==> config.mk <==
export PLATFORM = sky130hd
export DESIGN_NAME = retire_trace
export DESIGN_NICKNAME = d
export VERILOG_FILES = /design/src/retire_pkg.sv /design/src/perf_pkg.sv /design/src/retire_ifs.sv /design/src/retire_ctrl.sv /design/src/pc_queue.sv /design/src/perf_counters.sv /design/src/retire_trace.sv
export VERILOG_INCLUDE_DIRS = /design/src /design/src/src
export SDC_FILE = /design/constraint.sdc
export NUM_CORES = 1
export LEC_CHECK = 0
export ABC_AREA = 1
export BUFFER_PORTS_ARGS = -buffer_cell sky130_fd_sc_hd__buf_2
export CAP_MARGIN = 20
export CORE_MARGIN = 10
export CORE_UTILIZATION = 30
export CTS_BUF_LIST = sky130_fd_sc_hd__clkbuf_16
export DETAILED_ROUTE_END_ITERATION = 7
export HOLD_SLACK_MARGIN = 0.12
export PLACE_DENSITY = 0.48
export SLEW_MARGIN = 10
export SYNTH_ARGS = -nofsm -noshare
export SYNTH_HDL_FRONTEND = slang
export SYNTH_SLANG_ARGS = --single-unit
==> constraint.sdc <==
create_clock -name clk_i -period 8.8 [get_ports clk_i]
set_input_delay 0.44 -clock clk_i [delete_from_list [all_inputs] [get_ports clk_i]]
set_output_delay 0.44 -clock clk_i [all_outputs]
set_load 0.02 [all_outputs]
==> src/retire_params.svh <==
// ----------------------------------------------------------------------
// sizes for the retire trace; queue depth must be a power of two
// ----------------------------------------------------------------------
`ifndef RETIRE_PARAMS_SVH
`define RETIRE_PARAMS_SVH

// two commit ports
`define RETIRE_PORTS 2

// trace queue entries
`define RETIRE_QDEPTH 8

// counter, pc and cause widths
`define RETIRE_CNT_W 32
`define RETIRE_PC_W 64
`define RETIRE_CAUSE_W 6

`endif

==> src/retire_pkg.sv <==
// ----------------------------------------------------------------------
// commit side types, sized from retire_params.svh
// ----------------------------------------------------------------------
`include "retire_params.svh"

package retire_pkg;

  // execution mode tag carried by each trace entry
  typedef enum logic [1:0] {
    MODE_U = 2'b00,
    MODE_S = 2'b01,
    MODE_M = 2'b10,
    MODE_D = 2'b11
  } mode_e;

  // risc-v privilege encodings with 2'b10 reserved
  typedef enum logic [1:0] {
    PRIV_U = 2'b00,
    PRIV_S = 2'b01,
    PRIV_M = 2'b11
  } priv_lvl_e;

  typedef struct packed {
    logic                       ack;
    logic [`RETIRE_PC_W-1:0]    pc;
    logic                       ex_valid;
    logic [`RETIRE_CAUSE_W-1:0] ex_cause;
  } commit_port_t;

  typedef struct packed {
    logic [`RETIRE_PC_W-1:0] pc;
    mode_e                   mode;
  } trace_entry_t;

endpackage

==> src/perf_pkg.sv <==
// ----------------------------------------------------------------------
// counter types; address 2'b11 is unused and reads as zero
// ----------------------------------------------------------------------
`include "retire_params.svh"

package perf_pkg;

  // read addresses of the counters
  typedef enum logic [1:0] {
    PERF_CYCLE   = 2'b00,
    PERF_INSTRET = 2'b01,
    PERF_EXCEPT  = 2'b10
  } perf_addr_e;

  typedef logic [`RETIRE_CNT_W-1:0] perf_cnt_t;

endpackage

==> src/retire_ifs.sv <==
// ----------------------------------------------------------------------
// internal links between retire_ctrl and the two datapath blocks
// ----------------------------------------------------------------------
`timescale 1ns/100ps
`include "retire_params.svh"

// one push strobe and one trace entry per commit port
interface retire_push_if;
  import retire_pkg::*;

  logic         [`RETIRE_PORTS-1:0] push;
  trace_entry_t [`RETIRE_PORTS-1:0] entry;

  modport ctrl (
    output push,
    output entry
  );

  modport queue (
    input push,
    input entry
  );
endinterface

// counter events as levels sampled every clock edge
interface perf_event_if;
  logic [$clog2(`RETIRE_PORTS + 1)-1:0] retired;
  logic [$clog2(`RETIRE_PORTS + 1)-1:0] excepted;
  logic                                 freeze;
  logic                                 tick;

  modport ctrl (
    output retired,
    output excepted,
    output freeze,
    output tick
  );

  modport cnt (
    input retired,
    input excepted,
    input freeze,
    input tick
  );
endinterface

==> src/retire_ctrl.sv <==
// ----------------------------------------------------------------------
// classifies commit ports; reserved privilege code is traced as machine
// ----------------------------------------------------------------------
`timescale 1ns/100ps
`include "retire_params.svh"

module retire_ctrl (
  input  logic                                          clk_i,
  input  logic                                          rst_ni,
  input  retire_pkg::commit_port_t [`RETIRE_PORTS-1:0] commit_i,
  input  retire_pkg::priv_lvl_e                         priv_lvl_i,
  input  logic                                          debug_mode_i,
  retire_push_if.ctrl                                   push,
  perf_event_if.ctrl                                    events
);
  import retire_pkg::*;

  localparam int unsigned EV_W = $clog2(`RETIRE_PORTS + 1);

  mode_e           cur_mode;
  logic [EV_W-1:0] n_ret;
  logic [EV_W-1:0] n_exc;
  logic            tick_q;

  // debug overrides the privilege level
  always_comb begin
    if (debug_mode_i) begin
      cur_mode = MODE_D;
    end else begin
      case (priv_lvl_i)
        PRIV_U:  cur_mode = MODE_U;
        PRIV_S:  cur_mode = MODE_S;
        default: cur_mode = MODE_M;
      endcase
    end
  end

  // ------------------------------------------------------------------
  // per port push and event counts
  // ------------------------------------------------------------------
  always_comb begin
    n_ret = '0;
    n_exc = '0;
    for (int i = 0; i < `RETIRE_PORTS; i++) begin
      push.push[i]       = commit_i[i].ack & ~commit_i[i].ex_valid;
      push.entry[i].pc   = commit_i[i].pc;
      push.entry[i].mode = cur_mode;
      if (commit_i[i].ack) begin
        if (commit_i[i].ex_valid) begin
          n_exc = n_exc + EV_W'(1);
        end else begin
          n_ret = n_ret + EV_W'(1);
        end
      end
    end
  end

  // tick goes high on the first edge after reset release
  always_ff @(posedge clk_i or negedge rst_ni) begin
    if (!rst_ni) begin
      tick_q <= 1'b0;
    end else begin
      tick_q <= 1'b1;
    end
  end

  assign events.retired  = n_ret;
  assign events.excepted = n_exc;
  assign events.freeze   = debug_mode_i;
  assign events.tick     = tick_q;

endmodule

==> src/pc_queue.sv <==
// ----------------------------------------------------------------------
// no back-pressure; pushes that do not fit are lost and set overflow_o
// ----------------------------------------------------------------------
`timescale 1ns/100ps
`include "retire_params.svh"

module pc_queue (
  input  logic                     clk_i,
  input  logic                     rst_ni,
  retire_push_if.queue             push,
  output logic                     trace_valid_o,
  output retire_pkg::trace_entry_t trace_entry_o,
  output logic                     overflow_o
);
  import retire_pkg::*;

  localparam int unsigned PTR_W = $clog2(`RETIRE_QDEPTH);
  localparam int unsigned CNT_W = $clog2(`RETIRE_QDEPTH + 1);

  trace_entry_t mem_q [`RETIRE_QDEPTH];
  logic [PTR_W-1:0] rd_ptr_q, wr_ptr_q;
  logic [CNT_W-1:0] count_q;
  logic             valid_q;
  logic             overflow_q;
  trace_entry_t     head_q;

  logic                     pop;
  logic [CNT_W-1:0]         free;
  logic [CNT_W-1:0]         n_acc;
  logic [CNT_W-1:0]         remain;
  logic                     drop;
  logic [`RETIRE_PORTS-1:0] acc;
  logic [PTR_W-1:0]         slot [`RETIRE_PORTS];
  trace_entry_t             first_entry;
  trace_entry_t             head_next;

  // ------------------------------------------------------------------
  // pop when not empty and accept pushes in port order into free slots
  // ------------------------------------------------------------------
  always_comb begin
    pop   = (count_q != '0);
    free  = CNT_W'(`RETIRE_QDEPTH) - count_q + CNT_W'(pop);
    n_acc = '0;
    drop  = 1'b0;
    for (int i = 0; i < `RETIRE_PORTS; i++) begin
      acc[i]  = 1'b0;
      slot[i] = wr_ptr_q + n_acc[PTR_W-1:0];
      if (push.push[i]) begin
        if (n_acc < free) begin
          acc[i] = 1'b1;
          n_acc  = n_acc + CNT_W'(1);
        end else begin
          drop = 1'b1;
        end
      end
    end
  end

  // lowest accepted port becomes head when nothing else is left
  always_comb begin
    first_entry = push.entry[0];
    for (int i = `RETIRE_PORTS - 1; i >= 0; i--) begin
      if (acc[i]) begin
        first_entry = push.entry[i];
      end
    end
  end

  // head after this edge; the popped slot is never the next head
  assign remain    = count_q - CNT_W'(pop);
  assign head_next = (remain != '0) ? mem_q[rd_ptr_q + PTR_W'(pop)] : first_entry;

  always_ff @(posedge clk_i or negedge rst_ni) begin
    if (!rst_ni) begin
      rd_ptr_q   <= '0;
      wr_ptr_q   <= '0;
      count_q    <= '0;
      valid_q    <= 1'b0;
      overflow_q <= 1'b0;
    end else begin
      rd_ptr_q   <= rd_ptr_q + PTR_W'(pop);
      wr_ptr_q   <= wr_ptr_q + n_acc[PTR_W-1:0];
      count_q    <= remain + n_acc;
      valid_q    <= ((remain + n_acc) != '0);
      overflow_q <= overflow_q | drop;
    end
  end

  // storage and head entry
  always_ff @(posedge clk_i) begin
    for (int i = 0; i < `RETIRE_PORTS; i++) begin
      if (acc[i]) begin
        mem_q[slot[i]] <= push.entry[i];
      end
    end
    head_q <= head_next;
  end

  assign trace_valid_o = valid_q;
  assign trace_entry_o = head_q;
  assign overflow_o    = overflow_q;

endmodule

==> src/perf_counters.sv <==
// ----------------------------------------------------------------------
// counters wrap silently and are frozen while in debug mode
// ----------------------------------------------------------------------
`timescale 1ns/100ps
`include "retire_params.svh"

module perf_counters (
  input  logic                 clk_i,
  input  logic                 rst_ni,
  perf_event_if.cnt            events,
  input  perf_pkg::perf_addr_e perf_addr_i,
  output perf_pkg::perf_cnt_t  perf_rdata_o
);
  import perf_pkg::*;

  perf_cnt_t cycle_q;
  perf_cnt_t instret_q;
  perf_cnt_t except_q;

  // ------------------------------------------------------------------
  // counter update
  // ------------------------------------------------------------------
  always_ff @(posedge clk_i or negedge rst_ni) begin
    if (!rst_ni) begin
      cycle_q   <= '0;
      instret_q <= '0;
      except_q  <= '0;
    end else if (!events.freeze) begin
      if (events.tick) begin
        cycle_q <= cycle_q + perf_cnt_t'(1);
      end
      instret_q <= instret_q + perf_cnt_t'(events.retired);
      except_q  <= except_q + perf_cnt_t'(events.excepted);
    end
  end

  // ------------------------------------------------------------------
  // read mux
  // ------------------------------------------------------------------
  always_comb begin
    case (perf_addr_i)
      PERF_CYCLE:   perf_rdata_o = cycle_q;
      PERF_INSTRET: perf_rdata_o = instret_q;
      PERF_EXCEPT:  perf_rdata_o = except_q;
      // unused code
      default:      perf_rdata_o = '0;
    endcase
  end

endmodule

==> src/retire_trace.sv <==
// ----------------------------------------------------------------------
// retire trace top; the trace stream has no back-pressure
// ----------------------------------------------------------------------
`timescale 1ns/100ps
`include "retire_params.svh"

module retire_trace (
  input  logic                                             clk_i,
  input  logic                                             rst_ni,
  input  logic [`RETIRE_PORTS-1:0]                         commit_ack_i,
  input  logic [`RETIRE_PORTS-1:0][`RETIRE_PC_W-1:0]       commit_pc_i,
  input  logic [`RETIRE_PORTS-1:0]                         commit_ex_valid_i,
  input  logic [`RETIRE_PORTS-1:0][`RETIRE_CAUSE_W-1:0]    commit_ex_cause_i,
  input  logic [1:0]                                       priv_lvl_i,
  input  logic                                             debug_mode_i,
  input  logic [1:0]                                       perf_addr_i,
  output logic                                             trace_valid_o,
  output logic [`RETIRE_PC_W-1:0]                          trace_pc_o,
  output logic [1:0]                                       trace_mode_o,
  output logic                                             overflow_o,
  output logic [`RETIRE_CNT_W-1:0]                         perf_rdata_o
);
  import retire_pkg::*;
  import perf_pkg::*;

  commit_port_t [`RETIRE_PORTS-1:0] commit;
  trace_entry_t                     trace_entry;

  retire_push_if push_if ();
  perf_event_if  event_if ();

  // pack the plain commit ports
  for (genvar i = 0; i < `RETIRE_PORTS; i++) begin : g_pack
    assign commit[i] = '{
      ack:      commit_ack_i[i],
      pc:       commit_pc_i[i],
      ex_valid: commit_ex_valid_i[i],
      ex_cause: commit_ex_cause_i[i]
    };
  end

  // ------------------------------------------------------------------
  // instances
  // ------------------------------------------------------------------
  retire_ctrl i_retire_ctrl (
    .clk_i        ( clk_i                   ),
    .rst_ni       ( rst_ni                  ),
    .commit_i     ( commit                  ),
    .priv_lvl_i   ( priv_lvl_e'(priv_lvl_i) ),
    .debug_mode_i ( debug_mode_i            ),
    .push         ( push_if                 ),
    .events       ( event_if                )
  );

  pc_queue i_pc_queue (
    .clk_i         ( clk_i         ),
    .rst_ni        ( rst_ni        ),
    .push          ( push_if       ),
    .trace_valid_o ( trace_valid_o ),
    .trace_entry_o ( trace_entry   ),
    .overflow_o    ( overflow_o    )
  );

  perf_counters i_perf_counters (
    .clk_i        ( clk_i                     ),
    .rst_ni       ( rst_ni                    ),
    .events       ( event_if                  ),
    .perf_addr_i  ( perf_addr_e'(perf_addr_i) ),
    .perf_rdata_o ( perf_rdata_o              )
  );

  // split the trace entry back out
  assign trace_pc_o   = trace_entry.pc;
  assign trace_mode_o = trace_entry.mode;

endmodule

## After elaboration in Yosys (flattened, before gate mapping)

Memories as Yosys holds them, arrays and structs flattened.
Cells that the tools add are included.

| operators by class | value |
|---|---|
| add/sub/neg operators | 13 |
| multipliers | 0 |
| divide/modulo/power cells | 0 |
| $lt $le $gt $ge | 2 |
| equal/unequal tests | 3 |
| shifts and indexed selects | 0 |
| muxes and demuxes | 30 |
| bitwise logic cells | 6 |
| reductions and logical operators | 6 |

Operators with widths:

| operator | number |
|---|---|
| two-way mux 66 bit | 3 |
| one-hot mux 32 bit (3 select lines) | 1 |
| adder 32 x 2 -> 32 bit | 2 |
| adder 32 x 1 -> 32 bit, second input constant | 1 |
| two-way mux 1 bit | 16 |
| two-way mux 2 bit | 7 |
| nonzero test 4 bit | 3 |
| two-way mux 4 bit | 2 |
| adder 3 x 1 -> 3 bit | 2 |
| adder 2 x 1 -> 2 bit, second input constant | 2 |
| adder 4 x 1 -> 4 bit | 1 |
| adder 4 bit | 1 |
| equality test 2 x 1 -> 1 bit, second input constant | 2 |
| zero test 2 bit | 2 |
| < comparator 1 x 4 -> 1 bit | 1 |
| < comparator 1 x 4 -> 1 bit, first input constant | 1 |
| one-hot mux 2 bit (2 select lines) | 1 |
| subtractor 4 x 1 -> 4 bit | 1 |
| subtractor 4 bit, first input constant | 1 |
| adder 3 bit | 1 |
| NOT 1 bit | 3 |
| adder 1 x 1 -> 2 bit, second input constant | 1 |
| AND 1 bit | 2 |
| equality test 2 bit, second input constant | 1 |
| other kinds (2) | 2 |

| storage, ports and cells | value |
|---|---|
| register bits after elaboration | 175 |
| bits in latches | 0 |
| memory bits (writable) | 528 |
| bits in read-only memories | 0 |
| input bits | 151 |
| output and inout port bits | 100 |
| word-level logic and storage cells | 72 |
| memories kept | 1 |

Memories:

| name | depth | width | read ports | clocked after memory_dff | wr ports | line | source |
|---|---|---|---|---|---|---|---|
| i_pc_queue.mem_q | 8 | 66 | 1 | 0 | 2 | pc_queue.sv:20 | `` trace_entry_t mem_q [`RETIRE_QDEPTH]; `` |

## Depth between registers and ports, before layout

Gate-level depths: netlist (run 1).

| depth | value |
|---|---|
| depth in word-level cells | 11 |
| mapped depth | 22 |
| gate-level depth less buffers | 19 |

## Modules after synthesis

From an unflattened synthesis (run 1), not the netlist that was laid out.

| second synthesis, totals | value |
|---|---|
| cell total of the unflattened synthesis | 4423 |
| area, all modules | 38220.4 um^2 |

Modules (own cells, without submodules):

| module | times used | cells an instance | area an instance (um^2) | seq. area each (um^2) |
|---|---|---|---|---|
| pc_queue | 1 | 3474 | 31067.3 | 17476.8 |
| perf_counters | 1 | 792 | 6025.8 | 2402.3 |
| retire_ctrl | 1 | 157 | 1127.3 | 25.0 |

## Worst setup path after synthesis (run 1)

OpenSTA, ideal clock, no wires.

| timing path | value |
|---|---|
| path type | reg2reg |
| from | reg i_pc_queue.count_q[1] |
| to | mem i_pc_queue.mem_q[1][0] in the netlist's numbering, enable pin |
| library setup time | 0.588 ns |
| data arrival time | 6.608 ns |
| required time | 8.212 ns |
| slack | 1.604 ns |
| stages on the path, launching flop included | 11 |
| buffers on the path | 2 |
| path through | dfrtp_1 > nor4_1 > inv_1 > ha_1 > inv_1 > nor2_1 > nand2_1 > nand2_1 > buf_2 > buf_2 > o31ai_1 |

RTL lines:

| what | line | source |
|---|---|---|
| start, declared | pc_queue.sv:22 | `logic [CNT_W-1:0] count_q;` |
| start signal, assigned | pc_queue.sv:83 | `count_q <= remain + n_acc;` |
| end, declared | pc_queue.sv:20 |  |

==> results of run 1 <==
## routing by layer
layer | part of all wire | track usage
met5 | 0.00078 | 0
met4 | 0.031 | 0.0681
met3 | 0.060 | 0.0309
met2 | 0.46 | 0.302
met1 | 0.45 | 0.248
## tightest hold or removal path, cell delays in order
cell     delay (ns)
buf_2          0.17
nand2_1        0.06
o21ai_0        0.06
## synth_stat cells (all sizes together) (5+ instances only)
cell type / instances
dfrtp: 109
nand4: 16
nor2: 562
o221ai: 26
inv: 267
a21oi: 5
nand3: 222
dfxtp: 66
nor3: 9
edfxtp: 528
o211ai: 136
xnor2: 12
xor2: 44
o31ai: 8
ha: 20
clkbuf: 155
nand3b: 10
buf: 175
o21ai: 836
nand2: 1074
## flip-flops by register name, summed over array words and instances, names as in the netlist
name                       count
i_pc_queue.mem_q             528
i_retire_ctrl.events.tick      1
i_perf_counters.cycle_q       32
i_pc_queue.wr_ptr_q            3
i_pc_queue.trace_valid_o       1
i_pc_queue.trace_entry_o      66
i_perf_counters.instret_q     32
i_pc_queue.count_q             4
i_perf_counters.except_q      32
i_pc_queue.rd_ptr_q            3
i_pc_queue.overflow_o          1
## final cells by class
class / count / share of cell area
sequential: 703 / 0.481
multi-input combinational: 2990 / 0.340
clock buffer: 88 / 0.0532
tap: 1612 / 0.0487
timing repair buffer: 287 / 0.0403
inverter: 270 / 0.0249
clock inverter: 74 / 0.0121
antenna: 4 / 0.000242
## metrics by stage
| stage | cell area (µm²) | setup slack (ns) | util |
|---|---|---|---|
| 2_1_floorplan | 36200 | 1.60 | - |
| 3_3_place_gp | 38600 | 3.46 | 0.322 |
| 3_5_place_dp | 38600 | 3.44 | 0.322 |
| 4_1_cts | 41300 | 3.40 | 0.345 |
| 5_1_grt | 41400 | 3.20 | 0.345 |
| 6_report | 41400 | 3.55 | 0.345 |
## worst max-delay path by stage
stage | from | endpoint | slack, ns
5_1_grt | i_pc_queue.count_q[1] | i_pc_queue.mem_q[5][35] | 3.20
6_report | i_pc_queue.count_q[1] | i_pc_queue.mem_q[5][35] | 3.55
3_5_place_dp | i_pc_queue.count_q[1] | i_pc_queue.mem_q[1][13] | 3.44
3_3_place_gp | i_pc_queue.count_q[1] | i_pc_queue.mem_q[1][13] | 3.46
2_1_floorplan | i_pc_queue.count_q[1] | i_pc_queue.mem_q[1][0] | 1.60
4_1_cts | i_pc_queue.count_q[1] | i_pc_queue.mem_q[1][3] | 3.40
## cells by family after synthesis
kind of cell / synth area share
flip-flops: 0.550
AND/OR/NAND/NOR: 0.208
buffers and inverters: 0.0678
other: 0.000104
adder cells (fa/ha/maj): 0.00802
AO/OA/AOI/OAI: 0.153
XOR/XNOR: 0.0136
## power breakdown
part / switching (W) / internal (W)
registers: 0.000238 / 0.00441
clock network: 0.00149 / 0.00196
logic: 0.00463 / 0.00176
==> results.py, run 1 <==
metrics = {
    "run_status": {
        "status": "complete, no violations",
    },
    "synth": {
        "syn_avg_cell_area_um2": 8.43,
        "syn-num-nets": 4466,
        "synth_warnings": 0,
        "yosysSeqAreaShare": 0.550,
        "synthDistinctLibCells": 35,
        "synthCells": 4293,
        "ys.flop_type": "edfxtp_1",
        "syn_area_mm2": 0.0362,
        "synth_seq_cells": 703,
        "synth_edf_count": 528,
        "synth_top_area_cell": "edfxtp_1",
        "synth_area_leaders": "edfxtp_1, nand2_1, dfrtp_1",
        "synthArstFlopShare": 0.155,
        "synth_top_area_frac": 0.438,
    },
    "setup_path": {
        "path_common_cell": "inv_1",
        "cp.depth": 17,
        "critPathKind": "reg -> reg",
        "crit_path_max_incr_delay_ns": 0.91,
        "crit_path_end_kind": "register",
        "r2r_cells": 17,
        "path_delay_family": "simple AND/OR/NAND/NOR gates",
        "crit_chain": "nor4_1 > inv_1 > ha_1 > inv_1 > nor2_1 > nand2_1 > nand2_4 > inv_1 > ha_1 > ha_1 > xnor2_1 > inv_1 > nand2_1 > nor2_1 > nand2_4 > o31ai_4 > buf_4",
        "rr_endpoint": "i_pc_queue.mem_q[5][35]",
        "ff2ff_setup_slack_ns": 3.55,
        "critPathBufInv": 5,
        "start_kind": "register",
        "critPathMaxFanout": 68,
        "r2r-start": "i_pc_queue.count_q[1]",
        "crit_arrival_ns": 5.52,
        "crit_required_ns": 9.07,
        "cp_slowest_cell": "buf_4",
    },
    "timing": {
        "setup_viol": 0,
        "skew_ns": 0.0205,
        "period_share": 0.597,
        "rsz0062_at_grt": "no",
        "maxSlewViolCount": 0,
        "slew_headroom": 0.234,
        "tns_ns": 0,
        "period_needed_ns": 5.25,
        "max_freq_mhz": 190,
        "hold_ws_ns": 0.180,
        "worstMarginPinSlew_ns": 1.15,
        "finalHoldViolations": 0,
    },
    "drt": {
        "drt_iter0_drc": 2450,
        "dr.pass1.iters": 6,
        "vias_per_cell": 4.98,
        "routed_wl_um": 129000,
        "detail_route.wl_per_cell_um": 21.5,
        "ant_nets": 0,
        "num_vias": 30000,
        "drc": 0,
    },
    "cells_and_area": {
        "final_nets": 4511,
        "multiInputGateArea_mm2": 0.0141,
        "area_delta_synth_final_pct": 14.4,
        "final_common_cell": "nand2_1",
        "seq_area_mm2": 0.0199,
        "final_cell_mix": "nand2_1, nor2_1, edfxtp_1",
        "layout-drive-gt1-share": 0.0981,
        "n_fill_cell": 12400,
        "final_cells": 6028,
    },
    "hold_path": {
        "hold_path_class": "in -> reg",
        "hold_depth": 3,
        "whs_endpoint": "i_pc_queue.mem_q[1][64]",
        "min_from": "commit_pc_i[62]",
    },
    "clock_network": {
        "cts_resized": 0,
        "clock_path_buffers": 3,
        "postCtsHoldBufs": 1,
        "clock_latency_ns": 0.67,
        "clkTransAtPathRegs_ns": 0.06,
        "cts_buffers": 86,
        "numClockSinks": 703,
        "cts_tree": "yes",
        "post_cts_buffers": 0,
        "root_buffer": "clkbuf_16",
        "htreeDepth": 3,
    },
    "grt": {
        "grt_pass1_wl_um": 192000,
        "grt_usage": 0.186,
        "grt_pass1_vias": 29100,
        "grt_overflow": 0,
        "grt_max_degree": 176,
        "antenna_found_initial": 15,
    },
    "placed_design": {
        "place_inst": 5858,
        "place_hpwl_um": 71200,
        "place_congestion": 0.850,
        "portBuffers": 238,
    },
    "pwr": {
        "power.density_mw_per_mm2": 350,
        "p_leak_nw": 16.9,
        "ir_worst_vdd_uv": 318,
        "power.total_w": 0.0145,
    },
    "floorplan": {
        "die-width_um": 367,
        "initial_core_util": 0.302,
        "row_count": 127,
        "core_region_area_mm2": 0.120,
        "dieHeight_um": 367,
        "ios": 251,
        "dieArea_mm2": 0.135,
    },
    "job": {
        "max_cap_viol_count": 0,
    },
}
(Power assumes the default switching activity.)
==> run 2, diff against run 1 <==
ABC_AREA = 0   (was 1)
clock period = 5.2 ns   (was 8.8 ns; I/O delays follow)
==> results.py, run 2 <==
metrics = {
    "timing": {
        "setup_viol": 0,
        "max_freq_mhz": 203,
        "rsz0062_at_grt": "no",
        "finalHoldViolations": 0,
        "slew_headroom": 0.277,
        "maxSlewViolCount": 0,
        "worstMarginPinSlew_ns": 1.09,
        "skew_ns": 0.0244,
        "period_needed_ns": 4.93,
        "period_share": 0.948,
    },
    "grt": {
        "antenna_found_initial": 4,
        "grt_overflow": 0,
        "grt_max_degree": 65,
        "grt_pass1_vias": 24200,
        "grt_usage": 0.170,
        "grt_pass1_wl_um": 166000,
    },
    "floorplan": {
        "dieArea_mm2": 0.129,
        "dieHeight_um": 360,
        "ios": 251,
        "row_count": 124,
        "die-width_um": 360,
        "core_region_area_mm2": 0.114,
        "initial_core_util": 0.303,
    },
    "setup_path": {
        "critPathKind": "reg -> reg",
        "crit_path_max_incr_delay_ns": 0.62,
        "cp_slowest_cell": "or4_1",
        "crit_required_ns": 5.60,
        "ff2ff_setup_slack_ns": 0.27,
        "crit_path_end_kind": "register",
        "crit_chain": "or4_1 > ha_1 > nand4_1 > nand2_1 > inv_1 > ha_1 > ha_1 > nor3_1 > and3_4 > buf_12 > mux2_2 > dlygate4sd3_1",
        "path_common_cell": "ha_1",
        "path_delay_family": "simple AND/OR/NAND/NOR gates",
        "critPathBufInv": 3,
        "critPathMaxFanout": 64,
        "start_kind": "register",
        "startpoint": "i_pc_queue.count_q[1]",
        "r2r-start": "i_pc_queue.count_q[1]",
        "crit_arrival_ns": 5.33,
    },
    "placed_design": {
        "place_inst": 3959,
        "place_hpwl_um": 62200,
        "portBuffers": 238,
        "place_congestion": 0.792,
    },
    "synth": {
        "synth_top_area_frac": 0.458,
        "synthArstFlopShare": 0.155,
        "synth_edf_count": 528,
        "synth.most_common_cell": "edfxtp_1",
        "ys.flop_type": "edfxtp_1",
        "synth_area_leaders": "edfxtp_1, mux2_2, mux4_2",
        "syn_avg_cell_area_um2": 14.9,
        "synthCells": 2314,
        "synth_seq_cells": 703,
        "synth_warnings": 0,
        "synth_top_area_cell": "edfxtp_1",
        "synth_common_cells": "edfxtp_1, mux2_2, nand2_1",
        "synthDistinctLibCells": 54,
        "yosysSeqAreaShare": 0.575,
        "syn-num-nets": 2487,
        "syn_area_mm2": 0.0346,
    },
    "drt": {
        "dr.pass1.iters": 5,
        "drt_iter0_drc": 1876,
        "detail_route.wl_per_cell_um": 26.2,
        "ant_nets": 0,
        "routed_wl_um": 113000,
        "drc": 0,
        "num_vias": 22500,
        "vias_per_cell": 5.23,
    },
    "hold_path": {
        "hold_path_class": "in -> reg",
        "min_from": "commit_ex_valid_i[1]",
    },
    "cells_and_area": {
        "final_cell_mix": "edfxtp_1, mux2_2, buf_2",
        "multiInputGateArea_mm2": 0.0139,
        "n_fill_cell": 10800,
        "largest_reg_flops": 528,
        "final_nets": 2903,
        "seq_area_mm2": 0.0199,
        "utilization": 0.370,
        "area_delta_synth_final_pct": 22.4,
        "layout-drive-gt1-share": 0.380,
        "final_cells": 4315,
        "final_common_cell": "edfxtp_1",
    },
    "clock_network": {
        "htreeDepth": 3,
        "clock_path_buffers": 3,
        "clock_latency_ns": 0.65,
        "cts_resized": 0,
        "numClockSinks": 703,
        "cts_buffers": 85,
        "clkTransAtPathRegs_ns": 0.06,
        "root_buffer": "clkbuf_16",
        "post_cts_buffers": 0,
        "cts_tree": "yes",
    },
    "pwr": {
        "power.density_mw_per_mm2": 574,
        "power.total_w": 0.0243,
        "p_leak_nw": 15.0,
        "ir_worst_vdd_uv": 568,
    },
    "job": {
        "max_cap_viol_count": 0,
    },
    "run_status": {
        "status": "complete, no violations",
    },
}
[run 2: cell types whose count changed after synthesis, sizes merged, moves of 188 or more]
cell	previous run	this run
o21ai	836	102
nand2	1074	195
nand3	222	34
mux2	0	516
inv	267	29
nor2	562	22
[run 2: worst paths after layout]
check	end	cells past startpoint
max	i_pc_queue.mem_q[4][35]	12
min reg2reg	i_perf_counters.instret_q[31]	1
max reg2reg	i_pc_queue.mem_q[4][35]	12
max in group asynchronous	i_perf_counters.cycle_q[18]	3
min	i_pc_queue.count_q[1]	4
min in group asynchronous	i_perf_counters.instret_q[2]	2
[run 2: what timing repair did]
item / CTS / global route
endpoints found under the hold margin: 639 / 0
hold buffers: 195 / 0
endpoints found under the setup margin: 0 / 0
[run 2: cell families after synthesis]
kind of cell,count (synthesis),synth area share
muxes,682,0.264
buffers and inverters,189,0.0274
adders and majority gates,23,0.00868
DFF,703,0.575
AOI/OAI and AO/OA,247,0.0465
xor gates and xnor gates,100,0.0258
other,1,0.000108
and+or+nand+nor,369,0.0525
[run 2: worst min-delay path, cell delays in order]
cell	delay [ns]
buf_2	0.17
nor4bb_1	0.09
nor2_1	0.11
ha_1	0.16
[run 2: metrics by stage]
stage	worst slack (ns)	setup TNS [ns]	cell area [µm²]	hold WS, ns
2_1_floorplan	-0.111	-14.45	34600	-0.0356
3_3_place_gp	0.809	0	37700	0.347
3_5_place_dp	0.761	0	37700	0.358
4_1_cts	0.319	0	42300	0.129
5_1_grt	0.0944	0	42400	0.194
6_report	0.268	0	42400	0.188
[run 2: final cells by class]
class,instances,share of cell area
flip-flops and latches,703,0.470
repair buffers,489,0.0913
well taps,1512,0.0447
clock buffers,87,0.0514
inverters,29,0.00260
multi-input cells,1422,0.328
clock inverters,72,0.0118
diodes,1,0.0000591
[run 2: report_power, final]
group / internal [W] / switching [W]
combinational: 0.00497 / 0.00579
clock: 0.00333 / 0.00245
sequential: 0.00739 / 0.000399
[run 2: metal layers]
| layer | GRT usage | share of wire | vias to the layer above | wire length, µm |
|---|---|---|---|---|
| met3 | 0.0268 | 0.054 | 160 | 6060 |
| met1 | 0.226 | 0.43 | 11700 | 48900 |
| met2 | 0.286 | 0.49 | 709 | 55300 |
| met4 | 0.0469 | 0.023 | 2 | 2570 |
| met5 | 0 | 0.000062 | - | 7 |
| li1 | - | - | 9944 | - |
